===== config.mk =====
export PLATFORM = sky130hd
export DESIGN_NAME = led_matrix_top
export DESIGN_NICKNAME = d
export VERILOG_FILES = /design/src/verilog/led_matrix_pkg.sv /design/src/verilog/frame_buffer.sv /design/src/verilog/frame_loader.sv /design/src/verilog/led_matrix_top.sv /design/src/verilog/matrix_cmd_decoder.sv
export SDC_FILE = /design/constraint.sdc
export NUM_CORES = 1
export LEC_CHECK = 0
export BUFFER_PORTS_ARGS = -buffer_cell sky130_fd_sc_hd__buf_4
export CAP_MARGIN = 5
export CORE_ASPECT_RATIO = 0.7
export CORE_MARGIN = 4
export CORE_UTILIZATION = 45
export CTS_BUF_LIST = sky130_fd_sc_hd__clkbuf_16
export CTS_CLUSTER_DIAMETER = 150
export DETAILED_ROUTE_END_ITERATION = 6
export HOLD_SLACK_MARGIN = 0.15
export MAX_ROUTING_LAYER = met4
export PLACE_DENSITY = 0.59
export SLEW_MARGIN = 10
export SYNTH_ARGS = -nofsm -noshare
export SYNTH_HDL_FRONTEND = slang
export SYNTH_SLANG_ARGS = --single-unit

===== constraint.sdc =====
create_clock -name clk -period 4.9 [get_ports clk]
set_input_delay 1.47 -clock clk [delete_from_list [all_inputs] [get_ports clk]]
set_output_delay 1.47 -clock clk [all_outputs]
set_load 0.01 [all_outputs]

===== src/verilog/led_matrix_pkg.sv =====
/* LED matrix controller shared definitions.
   Field widths, bus and address structs, register map and opcodes. */
package led_matrix_pkg;

    // widest frame the address fields can hold.
    localparam int row_bits = 4;
    localparam int column_bits = 5;
    localparam int color_bits = 2;

    // linear byte address into the frame buffer.
    localparam int linear_bits = 7;

    typedef struct packed {
        logic [row_bits-1:0]    row;
        logic [column_bits-1:0] column;
        logic [color_bits-1:0]  color;
    } pixel_addr_t;

    // host side of the APB transfer.
    typedef struct packed {
        logic       psel;
        logic       penable;
        logic       pwrite;
        logic [3:0] paddr;
        logic [7:0] pwdata;
    } apb_req_t;

    localparam logic [3:0] reg_data = 4'h0;
    localparam logic [3:0] reg_status = 4'h4;
    localparam logic [3:0] reg_read_addr = 4'h8;
    localparam logic [3:0] reg_read_data = 4'hC;

    // first byte of every command.
    localparam logic [7:0] op_load_frame = 8'h01;
    localparam logic [7:0] op_set_brightness = 8'h02;

endpackage


===== src/verilog/frame_buffer.sv =====
`timescale 1ns/1ps
/* Frame buffer RAM with one write port by pixel address
   and one registered read port by linear address. */
module frame_buffer #(
    parameter int PIXEL_WIDTH = 8,
    parameter int PIXEL_HEIGHT = 4,
    parameter int BYTES_PER_PIXEL = 3
) (
    input  logic                                   clk,
    input  logic                                   wr_en,
    input  led_matrix_pkg::pixel_addr_t            wr_addr,
    input  logic [7:0]                             wr_data,
    input  logic [led_matrix_pkg::linear_bits-1:0] rd_addr,
    output logic [7:0]                             rd_data
);
    localparam int depth = PIXEL_WIDTH * PIXEL_HEIGHT * BYTES_PER_PIXEL;
    localparam int row_stride = PIXEL_WIDTH * BYTES_PER_PIXEL;

    logic [7:0]                             mem [depth];
    logic [led_matrix_pkg::linear_bits-1:0] wr_lin;

    // row major, colors of a pixel adjacent.
    assign wr_lin = (led_matrix_pkg::linear_bits)'(wr_addr.row * row_stride +
                                                   wr_addr.column * BYTES_PER_PIXEL +
                                                   wr_addr.color);

    always_ff @(posedge clk) begin
        if (wr_en) begin
            mem[wr_lin] <= wr_data;
        end
        rd_data <= mem[rd_addr];
    end

endmodule


===== src/verilog/frame_loader.sv =====
`timescale 1ns/1ps
/* Frame loader. Walks row, column and color down from the last byte
   of the frame and writes each received byte into the frame buffer. */
module frame_loader #(
    parameter int PIXEL_WIDTH = 8,
    parameter int PIXEL_HEIGHT = 4,
    parameter int BYTES_PER_PIXEL = 3
) (
    input  logic                        clk,
    input  logic                        reset,
    input  logic                        byte_valid,
    input  logic [7:0]                  byte_data,
    output logic                        frame_done,
    output logic                        wr_en,
    output led_matrix_pkg::pixel_addr_t wr_addr,
    output logic [7:0]                  wr_data
);
    localparam logic [led_matrix_pkg::row_bits-1:0] last_row =
        (led_matrix_pkg::row_bits)'(PIXEL_HEIGHT - 1);
    localparam logic [led_matrix_pkg::column_bits-1:0] last_column =
        (led_matrix_pkg::column_bits)'(PIXEL_WIDTH - 1);
    localparam logic [led_matrix_pkg::color_bits-1:0] last_color =
        (led_matrix_pkg::color_bits)'(BYTES_PER_PIXEL - 1);

    led_matrix_pkg::pixel_addr_t pos;
    logic                        at_zero;

    assign at_zero = (pos == '0);
    assign frame_done = byte_valid & at_zero;

    always_ff @(posedge clk) begin
        if (reset) begin
            pos.row <= last_row;
            pos.column <= last_column;
            pos.color <= last_color;
            wr_en <= 1'b0;
        end else begin
            wr_en <= byte_valid;
            if (byte_valid) begin
                // color steps first, then column, then row.
                if (pos.color != '0) begin
                    pos.color <= pos.color - 1'b1;
                end else begin
                    pos.color <= last_color;
                    if (pos.column != '0) begin
                        pos.column <= pos.column - 1'b1;
                    end else begin
                        pos.column <= last_column;
                        // wraps back to the top after position zero.
                        if (pos.row != '0) begin
                            pos.row <= pos.row - 1'b1;
                        end else begin
                            pos.row <= last_row;
                        end
                    end
                end
            end
        end
    end

    always_ff @(posedge clk) begin
        if (byte_valid) begin
            wr_addr <= pos;
            wr_data <= byte_data;
        end
    end

endmodule


===== src/verilog/led_matrix_top.sv =====
`timescale 1ns/1ps
/* LED matrix command path. APB decoder, frame loader and frame buffer. */
module led_matrix_top #(
    parameter int PIXEL_WIDTH = 8,
    parameter int PIXEL_HEIGHT = 4,
    parameter int BYTES_PER_PIXEL = 3
) (
    input  logic                     clk,
    input  logic                     reset,
    input  led_matrix_pkg::apb_req_t apb,
    output logic [7:0]               prdata,
    output logic                     pready,
    output logic                     pslverr
);
    logic                                   byte_valid;
    logic [7:0]                             byte_data;
    logic                                   frame_done;
    logic                                   wr_en;
    led_matrix_pkg::pixel_addr_t            wr_addr;
    logic [7:0]                             wr_data;
    logic [led_matrix_pkg::linear_bits-1:0] rd_addr;
    logic [7:0]                             rd_data;

    matrix_cmd_decoder u_decoder (
        .clk        (clk),
        .reset      (reset),
        .apb        (apb),
        .prdata     (prdata),
        .pready     (pready),
        .pslverr    (pslverr),
        .byte_valid (byte_valid),
        .byte_data  (byte_data),
        .frame_done (frame_done),
        .rd_addr    (rd_addr),
        .rd_data    (rd_data)
    );

    frame_loader #(
        .PIXEL_WIDTH     (PIXEL_WIDTH),
        .PIXEL_HEIGHT    (PIXEL_HEIGHT),
        .BYTES_PER_PIXEL (BYTES_PER_PIXEL)
    ) u_loader (
        .clk        (clk),
        .reset      (reset),
        .byte_valid (byte_valid),
        .byte_data  (byte_data),
        .frame_done (frame_done),
        .wr_en      (wr_en),
        .wr_addr    (wr_addr),
        .wr_data    (wr_data)
    );

    frame_buffer #(
        .PIXEL_WIDTH     (PIXEL_WIDTH),
        .PIXEL_HEIGHT    (PIXEL_HEIGHT),
        .BYTES_PER_PIXEL (BYTES_PER_PIXEL)
    ) u_buffer (
        .clk     (clk),
        .wr_en   (wr_en),
        .wr_addr (wr_addr),
        .wr_data (wr_data),
        .rd_addr (rd_addr),
        .rd_data (rd_data)
    );

endmodule


===== src/verilog/matrix_cmd_decoder.sv =====
`timescale 1ns/1ps
/* Matrix command decoder. APB register file plus an opcode dispatcher
   that feeds data bytes to the frame loader or the brightness register. */
module matrix_cmd_decoder (
    input  logic                                   clk,
    input  logic                                   reset,
    input  led_matrix_pkg::apb_req_t               apb,
    output logic [7:0]                             prdata,
    output logic                                   pready,
    output logic                                   pslverr,
    output logic                                   byte_valid,
    output logic [7:0]                             byte_data,
    input  logic                                   frame_done,
    output logic [led_matrix_pkg::linear_bits-1:0] rd_addr,
    input  logic [7:0]                             rd_data
);
    typedef enum logic {
        st_idle,
        st_route
    } disp_state_t;

    disp_state_t state;
    logic        to_loader;
    logic [7:0]  brightness;
    logic [2:0]  frame_count;
    logic [3:0]  err_count;
    logic        rd_wait;
    logic        access;
    logic        data_write;
    logic        addr_write;
    logic        rd_data_access;

    assign access = apb.psel & apb.penable;
    assign data_write = access & apb.pwrite & (apb.paddr == led_matrix_pkg::reg_data);
    assign addr_write = access & apb.pwrite & (apb.paddr == led_matrix_pkg::reg_read_addr);
    assign rd_data_access = access & ~apb.pwrite &
                            (apb.paddr == led_matrix_pkg::reg_read_data);

    // first access cycle of a RAM readback is held off.
    assign pready = ~(rd_data_access & ~rd_wait);
    assign pslverr = 1'b0;

    always_comb begin
        case (apb.paddr)
            led_matrix_pkg::reg_data:      prdata = brightness;
            led_matrix_pkg::reg_status:    prdata = {err_count, frame_count, state == st_route};
            led_matrix_pkg::reg_read_addr: prdata = 8'(rd_addr);
            led_matrix_pkg::reg_read_data: prdata = rd_data;
            default:                       prdata = 8'h00;
        endcase
    end

    always_ff @(posedge clk) begin
        if (reset) begin
            state <= st_idle;
            to_loader <= 1'b0;
            byte_valid <= 1'b0;
            brightness <= 8'h00;
            frame_count <= 3'd0;
            err_count <= 4'd0;
            rd_addr <= '0;
            rd_wait <= 1'b0;
        end else begin
            byte_valid <= 1'b0;
            rd_wait <= rd_data_access & ~rd_wait;
            if (addr_write) begin
                rd_addr <= apb.pwdata[led_matrix_pkg::linear_bits-1:0];
            end
            if (data_write) begin
                case (state)
                    st_idle: begin
                        // opcode byte.
                        if (apb.pwdata == led_matrix_pkg::op_load_frame) begin
                            state <= st_route;
                            to_loader <= 1'b1;
                        end else if (apb.pwdata == led_matrix_pkg::op_set_brightness) begin
                            state <= st_route;
                            to_loader <= 1'b0;
                        end else begin
                            err_count <= err_count + 4'd1;
                        end
                    end
                    st_route: begin
                        if (to_loader) begin
                            byte_valid <= 1'b1;
                        end else begin
                            brightness <= apb.pwdata;
                            state <= st_idle;
                        end
                    end
                    default: state <= st_idle;
                endcase
            end
            // loader took the last byte of the frame.
            if (frame_done) begin
                frame_count <= frame_count + 3'd1;
                state <= st_idle;
            end
        end
    end

    always_ff @(posedge clk) begin
        if (data_write) begin
            byte_data <= apb.pwdata;
        end
    end

endmodule

# ---- Word level (Yosys, flattened, before mapping)
# Memories as Yosys holds them, arrays and structs flattened. A register that Yosys moved wholly into a read port is not among the register bits.
# Cells that the tools add are included.
dict set report word_totals {
  ramBits 768
  regBits 65
  latchBits 0
  rom_bits 0
  memories 1
}
dict set report classes {
  mul 2
  bitwise_logic 18
  n_lt_le_gt_ge 0
  n_mux 12
  n_eq_ne 5
  n_addsub 7
  reduce_logical 13
  div_mod_pow 0
  n_shift 0
}
# memory words word_bits rd rd_ports_with_merged_regs write_ports line_no
set mem_list {}
lappend mem_list {u_buffer.mem 96 8 1 1 1 frame_buffer.sv:19} ;# logic [7:0] mem [depth];
# op count
set ops {}
lappend ops {{case mux 8 bit (4 select lines)} 1}
lappend ops {{zero test 11 bit} 1}
lappend ops {{inverter 1 bit} 10}
lappend ops {{AND reduction 3 bit} 3}
lappend ops {{bitwise AND 1 bit} 8}
lappend ops {{== test 4 bit, second input constant} 2}
lappend ops {{== test 8 x 1 -> 1 bit, second input constant} 1}
lappend ops {{== test 8 x 2 -> 1 bit, second input constant} 1}
lappend ops {{adder 7 x 2 -> 7 bit} 1}
lappend ops {{adder 7 bit} 1}
lappend ops {{multiplier 5 x 2 -> 7 bit, second input constant} 1}
lappend ops {{2-to-1 mux 1 bit} 7}
lappend ops {{2-to-1 mux 5 bit} 1}
lappend ops {{nonzero test 5 bit} 1}
lappend ops {{subtractor 5 x 1 -> 5 bit, second input constant} 1}
lappend ops {{adder 4 x 1 -> 4 bit, second input constant} 1}
lappend ops {{== test 4 x 3 -> 1 bit, second input constant} 1}
lappend ops {{zero test 4 bit} 1}
lappend ops {{multiplier 4 x 2 -> 4 bit, second input constant} 1}
lappend ops {{2-to-1 mux 4 bit} 1}
lappend ops {{AND reduction 4 bit} 1}
lappend ops {{nonzero test 2 bit} 2}
lappend ops {{nonzero test 4 bit} 1}
lappend ops {{subtractor 4 x 1 -> 4 bit, second input constant} 1}
lappend ops {{other kinds (7)} 7}

# ---- Logic depth before layout (Yosys ltp)
dict set report depth {
  word_depth 5
  ltp_mapped 12
  ltp_nobuf 10
}

# ---- Modules after synthesis
# From an unflattened synthesis, not the netlist that was laid out.
dict set report hier_totals {
  cells_unflattened 1684
  area_unflattened_um2 33368.3
}
# module n_inst area_each_um2 cells_per_inst seq_area_each_um2
set by_module_without_submodules {}
lappend by_module_without_submodules {frame_buffer 1 30576.8 1450 23222.3}
lappend by_module_without_submodules {matrix_cmd_decoder 1 1597.8 146 760.7}
lappend by_module_without_submodules {frame_loader 1 1193.6 88 810.8}

# ---- Worst setup path before layout
# Ideal clock, no wire load.
dict set report synth_path {
  kind {in2out}
  startpoint {input apb[11] in the netlist's numbering}
  endpoint {output prdata[0]}
  arrival_time_ns 2.551
  path_stages 3
  slack_ns 0.879
  required_ns 3.430
  cell_sequence {clkbuf_1 -> mux4_2 -> nor2b_1}
}
dict set report synth_between {
  elab_chain_len 2
  word_cells_on_any_way 5
  classes_between {3 x eq/ne; 1 x mux; 1 x reduce/logical}
}
# element line_no
set synth_rtl {}
lappend synth_rtl {{start, declared} led_matrix_top.sv:10} ;# input led_matrix_pkg::apb_req_t apb,
lappend synth_rtl {{== test 4 bit (tied with other cells)} matrix_cmd_decoder.sv:44} ;# case (apb.paddr)
lappend synth_rtl {{case mux 8 bit (4 select lines) *} matrix_cmd_decoder.sv:44}
lappend synth_rtl {{end, declared} led_matrix_top.sv:11} ;# output logic [7:0] prdata,
# Mark *: on every way between the ends. The rest lies on a longest branch, timed or not.

# ---- Final worst setup path
dict set report layout_path {
  startpoint {register u_loader.wr_addr[1] (netlist name)}
  endpoint {memory u_buffer.mem[39][5] (enable)}
}
dict set report layout_between {
  elab_chain_len 1
}
# element line_no
set layout_rtl {}
lappend layout_rtl {{adder 7 x 2 -> 7 bit} frame_buffer.sv:24} ;# wr_addr.column * BYTES_PER_PIXEL +
lappend layout_rtl {{end, declared} frame_buffer.sv:19}
# Every way passes these cells.

==> summary.md <==
| Metric | Value |
|---|---|
| Status | `completed` |
| CP Max Fanout | `8` |
| Yosys top cell area share | `0.718` |
| Met3 usage | `0.0588` |
| Slowest CP cell | `nor3_1` |
| Congestion Overflow GR | `0` |
| Final ANT Viol Nets | `0` |
| Max_slew headroom | `0.238` |
| Post-synth top cells | `795 x edfxtp_1, 204 x mux4_2, 76 x nor2_1` |
| Layout net count | `1795` |
| I/O Buffers | `25` |
| Final Hold Fails | `0` |
| Clock transition at path regs | `0.06 ns` |
| RSZ-0062 raised after global routing | `false` |
| Dpl hpwl | `52.0 mm` |
| Pin count of the biggest net entering global routing | `97` |
| Remaining DRCs | `0` |
| Global-route usage over all layers | `0.214` |
| Post-Synth XOR/XNOR Area | `0.00553` |
| Syn nets | `1668` |
| Hold/Removal Path Class | `reg2reg` |
| Max Freq | `242 MHz` |
| M1 GR Usage | `0.331` |
| CTS Root Cell | `clkbuf_16` |
| CTS hold repair buffers | `0` |
| Number of synthesized flops with an enable pin | `795` |
| YS warnings | `0` |
| Slew @ Worst Pin | `1.14 ns` |
| Adder-cell share of the synthesized area | `0.00903` |
| Routed vias | `16600` |
| Die Area | `78400 µm²` |
| CP Cell Sequence | `fa_1 > ha_1 > fa_1 > a21o_1 > a21oi_1 > xor2_1 > nor3_1 > and3_1` |
| WS Path Type | `reg2reg` |
| Top delay family on crit path | `simple AND/OR/NAND/NOR gates` |
| Finish-stage setup viols | `0` |
| Global-route wire length before repair | `119 mm` |
| Post-CTS Setup Inserts | `0` |
| Final Util | `0.514` |
| Placed Instances | `2652` |
| Post-Syn Area | `33300 µm²` |
| Drt pass-1 iters | `5` |
| Busiest grt layer | `met1` |
| Area of the core | `73300 µm²` |
| GRT met2 Usage | `0.284` |
| PD cells | `369 nW/µm²` |
| Vias per cell | `5.94` |
| Layout cell share with drive strength beyond 1 | `0.255` |
| Fin Setup TNS | `0 ns` |
| Yosys top cell by area | `edfxtp_1` |
| Switch share | `0.193` |
| Max Cap Viol | `0` |
| Hold path cells | `0` |
| Logic pwr share | `0.005` |
| Synth Area in Compound Gates | `0.0177` |
| Most numerous cell in the Yosys netlist | `edfxtp_1` |
| WL final | `81.2 mm` |
| Vias in the first global route | `16600` |
| Max stage delay on crit path | `0.89 ns` |
| Pint | `11.2 mW` |
| CP Capture Type | `flop` |
| Post-route minimum period | `4.14 ns` |
| CTS Buf Count | `80` |
| CP bufs+invs | `0` |
| Distinct cells, synth | `58` |
| Clk sink count | `841` |
| Htree depth | `3` |
| Peak VDD IR | `0.318 mV` |
| Die W | `333 µm` |
| Slew Viols, Final | `0` |
| Initial Utilization | `0.454` |
| Cells after synthesis | `1630` |
| Top Ports | `27` |
| Async SR Flop Fraction | `0` |
| Avg Cell Area, Syn | `20.4 µm²` |
| Clock share of power | `0.438` |
| Final RePlAce weighted congestion | `0.950` |
| Starting DRT DRC Count | `2001` |
| Die height | `235 µm` |
| CTS tree | `built` |
| Simple-Gate Fraction of Synth Area | `0.0398` |
| Clk_skew | `0.0252 ns` |
| Top post-synthesis cells by area | `edfxtp_1 72%, mux4_2 14%, dfxtp_1 2.8%` |
| Clk_lat worst skew | `0.64 ns` |
| Seq pwr share | `0.557` |
| Yosys reg bits | `841` |
| Register area share after synthesis | `0.746` |
| P_sw | `2.69 mW` |
| Critical Path Most Common Cell | `fa_1` |
| Worst EP arrival | `4.41 ns` |
| Critical Path Stages | `8` |
| Worst Path Required | `5.17 ns` |
| Mux cell area share after synthesis | `0.165` |
| CP Launch Type | `flop` |
| Area added between synthesis and finish | `13.3%` |
| Rows | `83` |
| FF-to-FF path depth | `8` |
| Final period util | `0.844` |
| Largest family of logic cells by synthesized area | `multiplexers` |
| PostCTS Resize Cnt | `0` |
| Bufs on Longest Clock Path | `3` |
| Main synth FF type | `edfxtp_1` |
| Finished Layout Cells | `2798` |
| Drt wl/cell | `29.0 µm` |
| Initial antenna violation count | `1` |
| Number of fill cells | `5859` |
| Static leakage | `11.9 nW` |
## path summary, 6_finish.rpt
kind | from | to | slack, ns
max | u_loader.wr_addr[1] | u_buffer.mem[39][5] | 0.76
min | u_decoder.byte_data[5] | u_loader.wr_data[5] | 0.42
min reg2reg | u_decoder.byte_data[5] | u_loader.wr_data[5] | 0.42
max reg2reg | u_loader.wr_addr[1] | u_buffer.mem[39][5] | 0.76
## registers in the layout, summed over array words and instances, names as in the netlist, 3 cells and up
name                   flops
u_buffer.mem             768
u_buffer.rd_data           8
u_decoder.brightness       8
u_decoder.byte_data        8
u_decoder.err_count        4
u_decoder.frame_count      3
u_decoder.rd_addr          7
u_loader.pos              11
u_loader.wr_addr          11
u_loader.wr_data           8
## cells in the final DEF, fill, tap and decap left out, types with 3 or more instances in the layout
cell type,synthesis,layout
clkinv_1,1,19
a221o_1,5,5
buf_4,20,127
o211ai_1,6,6
mux2i_1,61,61
nor2_1,76,76
a22oi_1,9,9
a21oi_1,14,14
o221ai_1,8,8
mux2_2,10,10
and3_1,23,23
fa_1,5,5
ha_1,16,16
o2111ai_1,5,5
nor3_1,59,59
nand2_1,54,54
o21ai_0,12,12
mux4_2,204,204
o22ai_1,6,6
bufinv_16,0,8
nor4_1,3,3
xor2_1,8,7
or3_1,3,3
mux4_1,6,6
nand4b_1,4,4
clkinv_2,0,9
nand2b_1,9,9
dfxtp_4,0,3
inv_1,19,39
clkinv_8,0,4
nor2b_1,13,13
clkbuf_16,0,81
edfxtp_1,795,795
dfxtp_1,46,42
xnor2_1,13,12
a211o_1,6,6
nand3_1,17,17
buf_12,0,7
## metal layers
metal	wire, µm	vias to the layer above
li1	-	6967
met5	0	-
met1	37300	8734
met4	1610	0
met3	8120	125
met2	34200	799
## cell families after synthesis
kind of cell,count (synthesis)
AND/OR/NAND/NOR,273
AO/OA/AOI/OAI,83
XOR/XNOR,21
adder cells (fa/ha/maj),21
buffers and inverters,109
other,1
flip-flops,841
multiplexers,281
## power by group through the flow
stage               Clock, mW  Sequential, mW  Combinational, mW
floorplan                   0            7.89             0.0450
global placement            0            7.90             0.0740
detailed placement          0            7.90             0.0750
CTS                      6.20            7.74             0.0753
global route             6.53            7.73             0.0799
finish                   6.08            7.74             0.0756
## metrics by stage
stage	cell area, µm²	hold slack [ns]	setup slack, ns	power [mW]
floorplan	33300	0.400	0.879	7.94
global placement	35100	0.403	0.920	7.97
detailed placement	35100	0.405	0.860	7.97
CTS	37700	0.420	0.846	14.0
global route	37700	0.436	0.546	14.3
finish	37700	0.419	0.762	13.9
## area by class of cell
class	instances	area, µm²	share of cell area
well taps	977	1220	0.0325
multi-input cells	680	7900	0.210
clock inverters	64	538	0.0143
clock buffers	81	2030	0.0538
diodes	1	2.50	0.0000664
inverters	20	75.1	0.00199
flip-flops and latches	841	24800	0.659
repair buffers	134	1090	0.0290
No activity file was read; power rests on OpenSTA's default activity.
